File: src/mulDiv_cfg.svh
`ifndef MULDIV_CFG_SVH
`define MULDIV_CFG_SVH

// operand width, every data path is sized from it
// the accumulator register A carries one extra bit for carry and sign
`define MD_WIDTH 32

// down counter width, wide enough to hold MD_WIDTH-1
`define MD_CNT_W 6

`endif
File: src/mulDivPkg.sv
`default_nettype none
`include "mulDiv_cfg.svh"

package mulDivPkg;

    typedef struct packed {
        logic                 div;       // 1 selects restoring divide, 0 selects multiply
        logic [`MD_WIDTH-1:0] magA;      // magnitude of opA, multiplicand or dividend
        logic [`MD_WIDTH-1:0] magB;      // magnitude of opB, multiplier or divisor
    } mdRequest_t;

    typedef struct packed {
        logic negResult;                 // negate the product or the quotient at the end
        logic negRem;                    // negate the remainder, follows the dividend
        logic divByZero;                 // divisor was zero so the quotient is forced
    } mdSign_t;

    typedef struct packed {
        logic [`MD_WIDTH-1:0] hi;        // upper half of the signed product
        logic [`MD_WIDTH-1:0] lo;        // lower half of the signed product
    } mdProduct_t;

    typedef struct packed {
        logic [`MD_WIDTH-1:0] rem;       // remainder sits in the upper half
        logic [`MD_WIDTH-1:0] quot;      // quotient sits in the lower half
    } mdQuotRem_t;

    // the same 64-bit word is read as a product or as a quotient/remainder pair
    typedef union packed {
        mdProduct_t prod;
        mdQuotRem_t qr;
    } mdResult_u;

endpackage

`default_nettype wire

File: src/mulDivTop.sv
`timescale 1ns/1ps
`default_nettype none
`include "mulDiv_cfg.svh"

module mulDivTop import mulDivPkg::*; (
    input  logic                        Clk,
    input  logic                        rstN,
    input  logic                        run,
    input  logic                        div,
    input  logic signed [`MD_WIDTH-1:0] opA,
    input  logic signed [`MD_WIDTH-1:0] opB,
    output mdResult_u                   result,
    output logic                        done,
    output logic                        ready
);

    mdRequest_t           req;
    mdSign_t              sign;
    logic                 start;
    logic                 loadRegs;
    logic                 shiftEn;
    logic                 finish;
    logic [`MD_WIDTH-1:0] accHi;
    logic [`MD_WIDTH-1:0] accLo;

    mulDivIntake intake (
        .Clk, .rstN, .run, .div, .opA, .opB, .ready,
        .req, .sign, .start
    );

    mulDivControl control (
        .Clk, .rstN, .start,
        .loadRegs, .shiftEn,
        .lastStep(),                               // only the control FSM itself steers on it
        .finish, .ready
    );

    mulDivDatapath datapath (
        .Clk, .rstN, .req, .loadRegs, .shiftEn,
        .accHi, .accLo
    );

    mulDivOutput outSide (
        .Clk, .rstN, .finish,
        .div(req.div),                             // mode of the operation in flight
        .sign, .accHi, .accLo,
        .result, .done
    );

endmodule

`default_nettype wire

File: src/mulDivOutput.sv
`timescale 1ns/1ps
`default_nettype none
`include "mulDiv_cfg.svh"

module mulDivOutput import mulDivPkg::*; (
    input  logic                 Clk,
    input  logic                 rstN,
    input  logic                 finish,
    input  logic                 div,
    input  mdSign_t              sign,
    input  logic [`MD_WIDTH-1:0] accHi,
    input  logic [`MD_WIDTH-1:0] accLo,
    output mdResult_u            result,
    output logic                 done
);

    logic [2*`MD_WIDTH-1:0] product;
    mdResult_u              word;

    assign product = {accHi, accLo};

    always_comb begin
        if (div) begin
            // quotient and remainder carry their own signs
            word.qr.quot = sign.divByZero ? '1 : (sign.negResult ? -accLo : accLo);
            word.qr.rem  = sign.negRem ? -accHi : accHi; // x/0 leaves |dividend| in A
        end else begin
            word.prod = sign.negResult ? -product : product; // full-width negate of the product
        end
    end

    // result holds steady between done pulses
    always_ff @(posedge Clk) begin
        if (finish) begin
            result <= word;
        end
    end

    always_ff @(posedge Clk or negedge rstN) begin
        if (!rstN) begin
            done <= 1'b0;
        end else begin
            done <= finish;                        // lines up with the result register
        end
    end

endmodule

`default_nettype wire

File: src/mulDivDatapath.sv
`timescale 1ns/1ps
`default_nettype none
`include "mulDiv_cfg.svh"

module mulDivDatapath import mulDivPkg::*; (
    input  logic                 Clk,
    input  logic                 rstN,
    input  mdRequest_t           req,
    input  logic                 loadRegs,
    input  logic                 shiftEn,
    output logic [`MD_WIDTH-1:0] accHi,           // raw A, product high half or remainder
    output logic [`MD_WIDTH-1:0] accLo            // raw B, product low half or quotient
);

    localparam int W = `MD_WIDTH;

    logic [W:0]   regA;                           // accumulator, one bit wider than the data
    logic [W-1:0] regB;                           // multiplier or dividend, shifted with A
    logic [W:0]   addX;
    logic [W:0]   addY;
    logic [W:0]   sum;
    logic         sub;
    logic         qBit;
    logic [W:0]   mulPick;

    // a divide step works on A:B already moved left by one bit
    assign addX = req.div ? {regA[W-1:0], regB[W-1]} : regA;
    assign addY = {1'b0, req.div ? req.magB : req.magA}; // divisor or multiplicand
    assign sub  = req.div;                        // the one adder subtracts in divide mode

    // two's complement subtract is invert plus carry in
    assign sum = addX + (addY ^ {(W + 1){sub}}) + {{W{1'b0}}, sub};

    // in a divide the remainder stays below the divisor, so W+1 bits hold the sign
    assign qBit = ~sum[W];

    // multiply adds only when the current multiplier bit is set
    assign mulPick = regB[0] ? sum : regA;

    always_ff @(posedge Clk or negedge rstN) begin
        if (!rstN) begin
            regA <= '0;
        end else if (loadRegs) begin
            regA <= '0;
        end else if (shiftEn) begin
            if (req.div) begin
                regA <= qBit ? sum : addX;         // keep difference or restore shifted value
            end else begin
                regA <= {1'b0, mulPick[W:1]};      // carry drops into the top data bit
            end
        end
    end

    always_ff @(posedge Clk) begin
        if (loadRegs) begin
            regB <= req.div ? req.magA : req.magB; // dividend or multiplier
        end else if (shiftEn) begin
            if (req.div) begin
                regB <= {regB[W-2:0], qBit};       // quotient bits enter from the bottom
            end else begin
                regB <= {mulPick[0], regB[W-1:1]}; // low bit of A moves into B
            end
        end
    end

    assign accHi = regA[W-1:0];
    assign accLo = regB;

    // restoring division keeps the partial remainder under the divisor after every step
    assert property (@(posedge Clk) disable iff (!rstN)
        shiftEn && req.div && (req.magB != '0) |=> regA < {1'b0, req.magB})
        else $error("datapath: partial remainder reached the divisor");

endmodule

`default_nettype wire

File: src/mulDivControl.sv
`timescale 1ns/1ps
`default_nettype none
`include "mulDiv_cfg.svh"

module mulDivControl (
    input  logic Clk,
    input  logic rstN,
    input  logic start,       // pulse from the intake
    output logic loadRegs,    // clear A and load B
    output logic shiftEn,     // one iteration per cycle
    output logic lastStep,    // final iteration of the run
    output logic finish,      // result is complete in the datapath
    output logic ready
);

    typedef enum logic [1:0] {
        sIdle,
        sLoad,
        sIter,
        sFin
    } ctlState_t;

    ctlState_t            state;
    logic [`MD_CNT_W-1:0] count;                  // iterations left after the current one

    always_ff @(posedge Clk or negedge rstN) begin
        if (!rstN) begin
            state <= sIdle;
            count <= '0;
        end else begin
            case (state)
                sIdle: begin
                    if (start) begin
                        state <= sLoad;
                    end
                end
                sLoad: begin
                    state <= sIter;
                    count <= `MD_CNT_W'(`MD_WIDTH - 1); // MD_WIDTH steps counting down to zero
                end
                sIter: begin
                    count <= count - 1'b1;
                    if (lastStep) begin
                        state <= sFin;
                    end
                end
                sFin: begin
                    state <= sIdle;               // done goes out on the same edge
                end
                default: begin
                    state <= sIdle;
                end
            endcase
        end
    end

    assign loadRegs = (state == sLoad);
    assign shiftEn  = (state == sIter);
    assign lastStep = shiftEn && (count == '0);
    assign finish   = (state == sFin);
    assign ready    = (state == sIdle) && !start; // drops as soon as start shows up

    assert property (@(posedge Clk) disable iff (!rstN) !(loadRegs && shiftEn))
        else $error("control: load and shift asserted together");

    // finish is a single-cycle strobe, the output side latches on it once
    assert property (@(posedge Clk) disable iff (!rstN) finish |=> !finish)
        else $error("control: finish held for more than one cycle");

endmodule

`default_nettype wire

File: src/mulDivIntake.sv
`timescale 1ns/1ps
`default_nettype none
`include "mulDiv_cfg.svh"

module mulDivIntake import mulDivPkg::*; (
    input  logic                        Clk,
    input  logic                        rstN,
    input  logic                        run,      // one-cycle strobe from the user
    input  logic                        div,      // mode level, sampled with run
    input  logic signed [`MD_WIDTH-1:0] opA,
    input  logic signed [`MD_WIDTH-1:0] opB,
    input  logic                        ready,    // control is idle
    output mdRequest_t                  req,
    output mdSign_t                     sign,
    output logic                        start
);

    logic                 taken;                  // high the cycle after a run was accepted
    logic                 accept;
    logic                 negA;
    logic                 negB;
    logic                 zeroB;
    logic [`MD_WIDTH-1:0] magA;
    logic [`MD_WIDTH-1:0] magB;

    assign negA   = opA[`MD_WIDTH-1];             // sign bits of the raw operands
    assign negB   = opB[`MD_WIDTH-1];
    assign zeroB  = (opB == '0);
    assign magA   = negA ? -opA : opA;            // most negative value maps to 2**(W-1)
    assign magB   = negB ? -opB : opB;
    assign accept = run && ready && !taken;       // taken closes the gap before ready drops

    // the captured operation stays put until the next accepted run
    always_ff @(posedge Clk) begin
        if (accept) begin
            req.div  <= div;
            req.magA <= magA;
            req.magB <= magB;
            sign.negResult <= (negA ^ negB) && !(div && zeroB); // x/0 keeps quotient all ones
            sign.negRem    <= div && negA;                      // remainder follows the dividend
            sign.divByZero <= div && zeroB;
        end
    end

    always_ff @(posedge Clk or negedge rstN) begin
        if (!rstN) begin
            taken <= 1'b0;
            start <= 1'b0;
        end else begin
            taken <= accept;
            start <= taken;                       // start trails the capture by one cycle
        end
    end

    // a start pulse must come from a run that was taken while the unit was idle
    assert property (@(posedge Clk) disable iff (!rstN) $rose(start) |-> $past(ready, 1))
        else $error("intake: start rose while the unit was busy");

endmodule

`default_nettype wire

File: config.mk
export PLATFORM = sky130hd
export DESIGN_NAME = mulDivTop
export DESIGN_NICKNAME = d
export VERILOG_FILES = /design/src/mulDivPkg.sv /design/src/mulDivTop.sv /design/src/mulDivOutput.sv /design/src/mulDivDatapath.sv /design/src/mulDivControl.sv /design/src/mulDivIntake.sv
export VERILOG_INCLUDE_DIRS = /design/src
export SDC_FILE = /design/constraint.sdc
export NUM_CORES = 1
export LEC_CHECK = 0
export BUFFER_PORTS_ARGS = -buffer_cell sky130_fd_sc_hd__buf_2
export CAP_MARGIN = 20
export CELL_PAD_IN_SITES_DETAIL_PLACEMENT = 0
export CELL_PAD_IN_SITES_GLOBAL_PLACEMENT = 1
export CORE_ASPECT_RATIO = 1.4
export CORE_MARGIN = 5
export CORE_UTILIZATION = 48
export CTS_CLUSTER_SIZE = 8
export DETAILED_ROUTE_END_ITERATION = 16
export GPL_TIMING_DRIVEN = 0
export PLACE_DENSITY = 0.86
export REMOVE_ABC_BUFFERS = 1
export SYNTH_ARGS = -nofsm -noshare
export SYNTH_HDL_FRONTEND = slang
export SYNTH_HIERARCHICAL = 1
export SYNTH_SLANG_ARGS = --single-unit
File: constraint.sdc
create_clock -name Clk -period 5.4 [get_ports Clk]
set_input_delay 1.08 -clock Clk [delete_from_list [all_inputs] [get_ports Clk]]
set_output_delay 1.08 -clock Clk [all_outputs]
set_load 0.01 [all_outputs]
; Word-level counts from Yosys, hierarchy flattened
; Cells that the tools add are included.
[op_classes]
n_addsub = 8
mul = 0
n_div = 0
n_lt_le_gt_ge = 0
n_eq_ne = 5
shift = 0
n_mux = 22
bitwise_logic = 3
reduce_logical = 15
[ops]
columns = operator, count
row1 = $mux 32, 8
row2 = $mux 33, 6
row3 = $mux 64, 2
row4 = $neg 32->32, 4
row5 = $neg 64->64, 1
row6 = $mux 31, 2
row7 = $add 33x1->33, 1
row8 = $add 33x33->33, 1
row9 = $xor 32x33->33, 1
row10 = $logic_not 32->1, 1
row11 = $pmux 6 s2, 1
row12 = $pmux 2 s4, 1
row13 = $logic_and 1x1->1, 7
row14 = $logic_not 6->1, 1
row15 = $sub 6x1->6 const B, 1
row16 = $eq 2x2->1 const B, 2
row17 = $mux 2, 2
row18 = $ne 2x2->1 const B, 2
row19 = $logic_not 1->1, 3
row20 = $eq 2x1->1 const B, 1
row21 = $logic_not 2->1, 1
row22 = $reduce_and 2->1, 1
row23 = $reduce_bool 2->1, 1
row24 = $not 1->1, 1
row25 = $xor 1x1->1, 1
[word_totals]
ff_bits = 208
latch_bits = 0
mem_bits_rw = 0
rom_bits = 0
inputBits = 68
n_memories = 0

; Depth between registers and ports, before layout
[logic_depth]
word_depth = 8
mapped_depth = 18
ltp_nobuf = 13

; By module
; The synthesis kept the hierarchy.
[modules_own_cells]
columns = module, n_inst, cells_per_inst, area_each_um2, seq_area_each_um2
row1 = mulDivDatapath, 1, 668, 6465.0, 1786.7
row2 = mulDivOutput, 1, 440, 4335.4, 1946.9
row3 = mulDivIntake, 1, 279, 3552.2, 2092.0
row4 = mulDivControl, 1, 54, 546.8, 200.2

; Least setup slack after synthesis
; No wires, ideal clock.
[synth_path]
path_type = reg-to-reg
startpoint = reg intake/req[64] (netlist name)
endpoint = reg datapath.regB[0] (netlist: datapath/accLo[0]), data pin
arrival_ps = 4515
required_time_ps = 5128
setup_slack_ps = 613
path_stages_with_launch = 14
path_cell_list = edfxtp_1 buf_1 buf_1 clkbuf_1 mux2_2 fa_1 a21o_1 a221o_1 and3b_4 o311ai_4 and4_1 nor3_4 buf_4 mux4_2
[synth_via]
elab_chain_len = 8
word_cells_on_any_way = 10
[synth_lines]
columns = element, line
row1 = $mux 32, mulDivDatapath.sv:28  ; assign addY = {1'b0, req.div ? req.magB : req.magA};
row2 = $xor 32x33->33, mulDivDatapath.sv:32  ; assign sum = addX + (addY ^ {(W + 1){sub}}) + {{W{1'b0}}, sub};
row3 = $add 33x33->33, mulDivDatapath.sv:32
row4 = $add 33x1->33, mulDivDatapath.sv:32
row5 = $not 1->1, mulDivDatapath.sv:35  ; assign qBit = ~sum[W];
row6 = $mux 32, mulDivDatapath.sv:58  ; if (req.div) begin
row7 = $mux 32, mulDivDatapath.sv:57  ; end else if (shiftEn) begin
row8 = $mux 32 (*), mulDivDatapath.sv:55  ; if (loadRegs) begin
row9 = to (signal assigned), mulDivDatapath.sv:56  ; regB <= req.div ? req.magA : req.magB;
row10 = to (signal assigned), mulDivDatapath.sv:59  ; regB <= {regB[W-2:0], qBit};
row11 = to (signal assigned), mulDivDatapath.sv:61  ; regB <= {mulPick[0], regB[W-1:1]};
row12 = to (decl), mulDivDatapath.sv:18  ; logic [W-1:0] regB;
; Every way passes the cells marked *; elsewhere a longest branch is shown, timed or not. The select of a mux whose other input is x is not followed.
; A chain may end at the register's enable or synchronous reset.

; Worst setup path in the final report
[layout_path]
startpoint = reg intake/req[64] (netlist name)
endpoint = reg datapath.regA[30]
[layout_via]
elab_chain_len = 8
word_cells_on_any_way = 10
[layout_lines]
columns = element, line
row1 = $mux 32, mulDivDatapath.sv:28
row2 = $xor 32x33->33, mulDivDatapath.sv:32
row3 = $add 33x33->33, mulDivDatapath.sv:32
row4 = $add 33x1->33, mulDivDatapath.sv:32
row5 = "$mux 33, on equally long branches", "mulDivDatapath.sv:38, mulDivDatapath.sv:47"
row6 = $mux 33 (*), mulDivDatapath.sv:46  ; if (req.div) begin
row7 = $mux 33 (*), mulDivDatapath.sv:45  ; end else if (shiftEn) begin
row8 = $mux 33 (*), mulDivDatapath.sv:43  ; end else if (loadRegs) begin
row9 = to (signal assigned), mulDivDatapath.sv:47  ; regA <= qBit ? sum : addX;
row10 = to (signal assigned), mulDivDatapath.sv:49  ; regA <= {1'b0, mulPick[W:1]};
row11 = to (decl), mulDivDatapath.sv:17  ; logic [W:0] regA;
; Marks and branches as above.

==> out/summary.txt <==
Status = finished, final reports clean
Vias in the first global route = 11700
First-pass DRT Iterations = 5
Cell repeated most along the worst path = buf_16
Via density = 6.18
DP Cell Count = 1877
Mapped Area = 0.0149 mm²
Inserted Clock Buffers = 29
Clock transition at path regs = 60 ps
Slew Limit Fails = 0
P_sw = 4.07 mW
WP buf/inv = 4
DRC viols = 0
Delay-heaviest family, CP = compound AO/OA/AOI/OAI gates
Fill cells = 2684
Die area = 0.0347 mm²
Reg2reg end = datapath/regA[30]
Via Count = 12000
Crit Path Category = register to register
Power share of the combinational group = 0.494
Clock sink total = 208
Initial Utilization = 0.485
Clk_lat worst skew = 550 ps
Critical path's slowest cell = edfxtp_1
Worst hold slack = 370 ps
Sequential power share = 0.332
Critical-path maximum fanout = 26
Final net count = 1636
CTS tree = built
Global-route wire length before repair = 64200 µm
Site row count = 76
Post-Place Worst Slack = -162 ps
Arrival time at the worst endpoint = 5600 ps
Die X = 159 µm
H-tree levels = 1
CP peak stage delay = 860 ps
Gpl congestion = 0.953
Core area = 0.0307 mm²
Setup ws final = 223 ps
Reg2reg path depth = 15
Clock network fraction of total power = 0.174
Port Buffer Count = 133
Initial DRC count = 925
Reg-to-reg slack, setup = 220 ps
DR WL/cell = 21.4 µm
Final Setup Violations = 0
Largest net degree at the start of global routing = 67
PwrDens = 572 mW/mm²
Antenna-violating nets left = 0
Synth Area per Inst = 10.3 µm²
GRT Total Usage = 0.229
Root Driver = clkbuf_16
Clock Skews = 13.2 ps
Min-Delay Path Class = input pin to asynchronous set/reset pin
Final hold vios = 0
RSZ-0062 raised after global routing = no
WL final = 41400 µm
Period minus WS final = 5180 ps
Rel. slew slack = 0.271
Initial antenna violation count = 0
Pleak = 6.48 nW
CTS max path bufs = 3
IR drop worst, VDD = 263 µV
Area grow syn2layout = 12.8%
Final Cycle Share = 0.959
Die height = 218 µm
Fmax = 0.193 GHz
Reg2reg start = intake/req[64]
Post-DP HPWL = 31600 µm
Synth Instances = 1440
Switching share of power = 0.424
Max Cap Viol = 0
Critical Path RT = 5820 ps
Syn. warnings = 6
Crit end category = register
Worst Tran Pin Value = 1090 ps
Critical Path, Cell by Cell = buf_16 -> buf_8 -> buf_16 -> buf_16 -> mux2_2 -> fa_1 -> a21o_1 -> a221o_1 -> and3b_4 -> o311ai_4 -> a211oi_2 -> or3_1 -> and2_1 -> a211oi_1 -> o21ai_1
GRT overflow = 0
Resize count post-CTS = 0
Fin cells = 1934
Io pins = 134
Startpoint types = register
Share of cells above drive strength 1 = 0.187
Antenna Cells = 0
Int Power = 5.54 mW
-- registers in the layout, indices dropped and copies added, names as in the netlist --
name / count
intake/sign: 3
datapath/accLo: 32
control/state: 2
datapath/regA: 33
intake/start: 1
control/count: 6
outSide/done: 1
outSide/result: 64
intake/taken: 1
intake/req: 65
-- worst max-delay path by stage --
stage / startpoint / to / slack [ps] / depth (start not counted)
final: intake/req[64] / datapath/regA[30] / 220 / 15
after global routing: intake/req[64] / datapath/regA[30] / 30 / 15
after CTS: intake/req[64] / datapath/regA[30] / 180 / 15
after detailed placement: intake/req[64] / datapath/regA[13] / -160 / 16
after global placement: intake/req[64] / datapath/regA[9] / -5870 / 13
after floorplan: intake/req[64] / datapath/regA[10] / -3010 / 13
-- worst reg2reg max path, delay by kind of cell (launching register included) --
kind	cells	cell delay [ps]
AOI/OAI and AO/OA	6	1440
adders and majority gates	1	460
buffers and inverters	4	800
DFF	1	860
muxes	1	390
and+or+nand+nor	3	1110
-- cell usage in the layout (no fill, tap or decap), drive strengths merged, types with 6 or more instances in the layout --
| cell | instances |
|---|---|
| nor3 | 31 |
| nand3 | 27 |
| nor4 | 39 |
| o31ai | 39 |
| or2 | 6 |
| inv | 33 |
| a21oi | 63 |
| a311oi | 6 |
| clkbuf | 52 |
| nand2 | 154 |
| a211oi | 17 |
| a31oi | 10 |
| nand4 | 22 |
| mux2 | 30 |
| o21ai | 89 |
| o41ai | 25 |
| mux4 | 32 |
| and2 | 7 |
| o221ai | 17 |
| and3 | 14 |
| a22o | 7 |
| or3 | 19 |
| edfxtp | 164 |
| nor3b | 9 |
| dfrtp | 44 |
| a21o | 22 |
| nor2b | 12 |
| buf | 154 |
| nor2 | 64 |
| or4 | 12 |
| xor2 | 58 |
| mux2i | 49 |
| xnor2 | 87 |
| o211ai | 7 |
| nand2b | 11 |
| ha | 44 |
-- metrics by stage --
step / util / setup TNS, ps / total power [mW] / cell area (µm²)
finish: 0.547 / 0 / 9.61 / 16800
global route: 0.547 / 0 / 10.2 / 16800
CTS: 0.546 / 0 / 9.60 / 16800
detailed placement: 0.518 / -1450 / 7.85 / 15900
global placement: 0.505 / -255420 / 7.60 / 15500
floorplan: - / -92180 / 6.25 / 14400
-- metal layers --
layer | vias up | wire length [µm] | GRT usage
met1 | 5766 | 16000 | 0.266
met2 | 425 | 21800 | 0.424
li1 | 5665 | - | -
met4 | 0 | 1710 | 0.0953
met5 | - | 0 | 0
met3 | 95 | 1940 | 0.0292
-- timing repair --
action / in CTS / in global routing
setup buffers: 4 / 0
endpoints found under the setup margin: 15 / 0
hold endpoints to repair: 0 / 0
hold buffers: 0 / 0
-- power by group through the flow --
stage                     Combinational, mW  Sequential, mW  Clock (mW)
after detailed placement               4.65            3.21           0
after CTS                              4.71            3.18        1.70
final                                  4.75            3.19        1.67
after floorplan                        3.09            3.16           0
after global placement                 4.27            3.33           0
after global routing                   5.13            3.27        1.77
-- layout make-up --
class / count / area, µm² / area share
inverter: 34 / 128 / 0.00760
timing repair buffer: 154 / 1120 / 0.0667
multi-input combinational: 1096 / 8230 / 0.490
clock buffer: 52 / 812 / 0.0483
sequential: 208 / 6030 / 0.359
tap: 390 / 488 / 0.0290
Note: power is estimated with default switching activity, not from simulation.
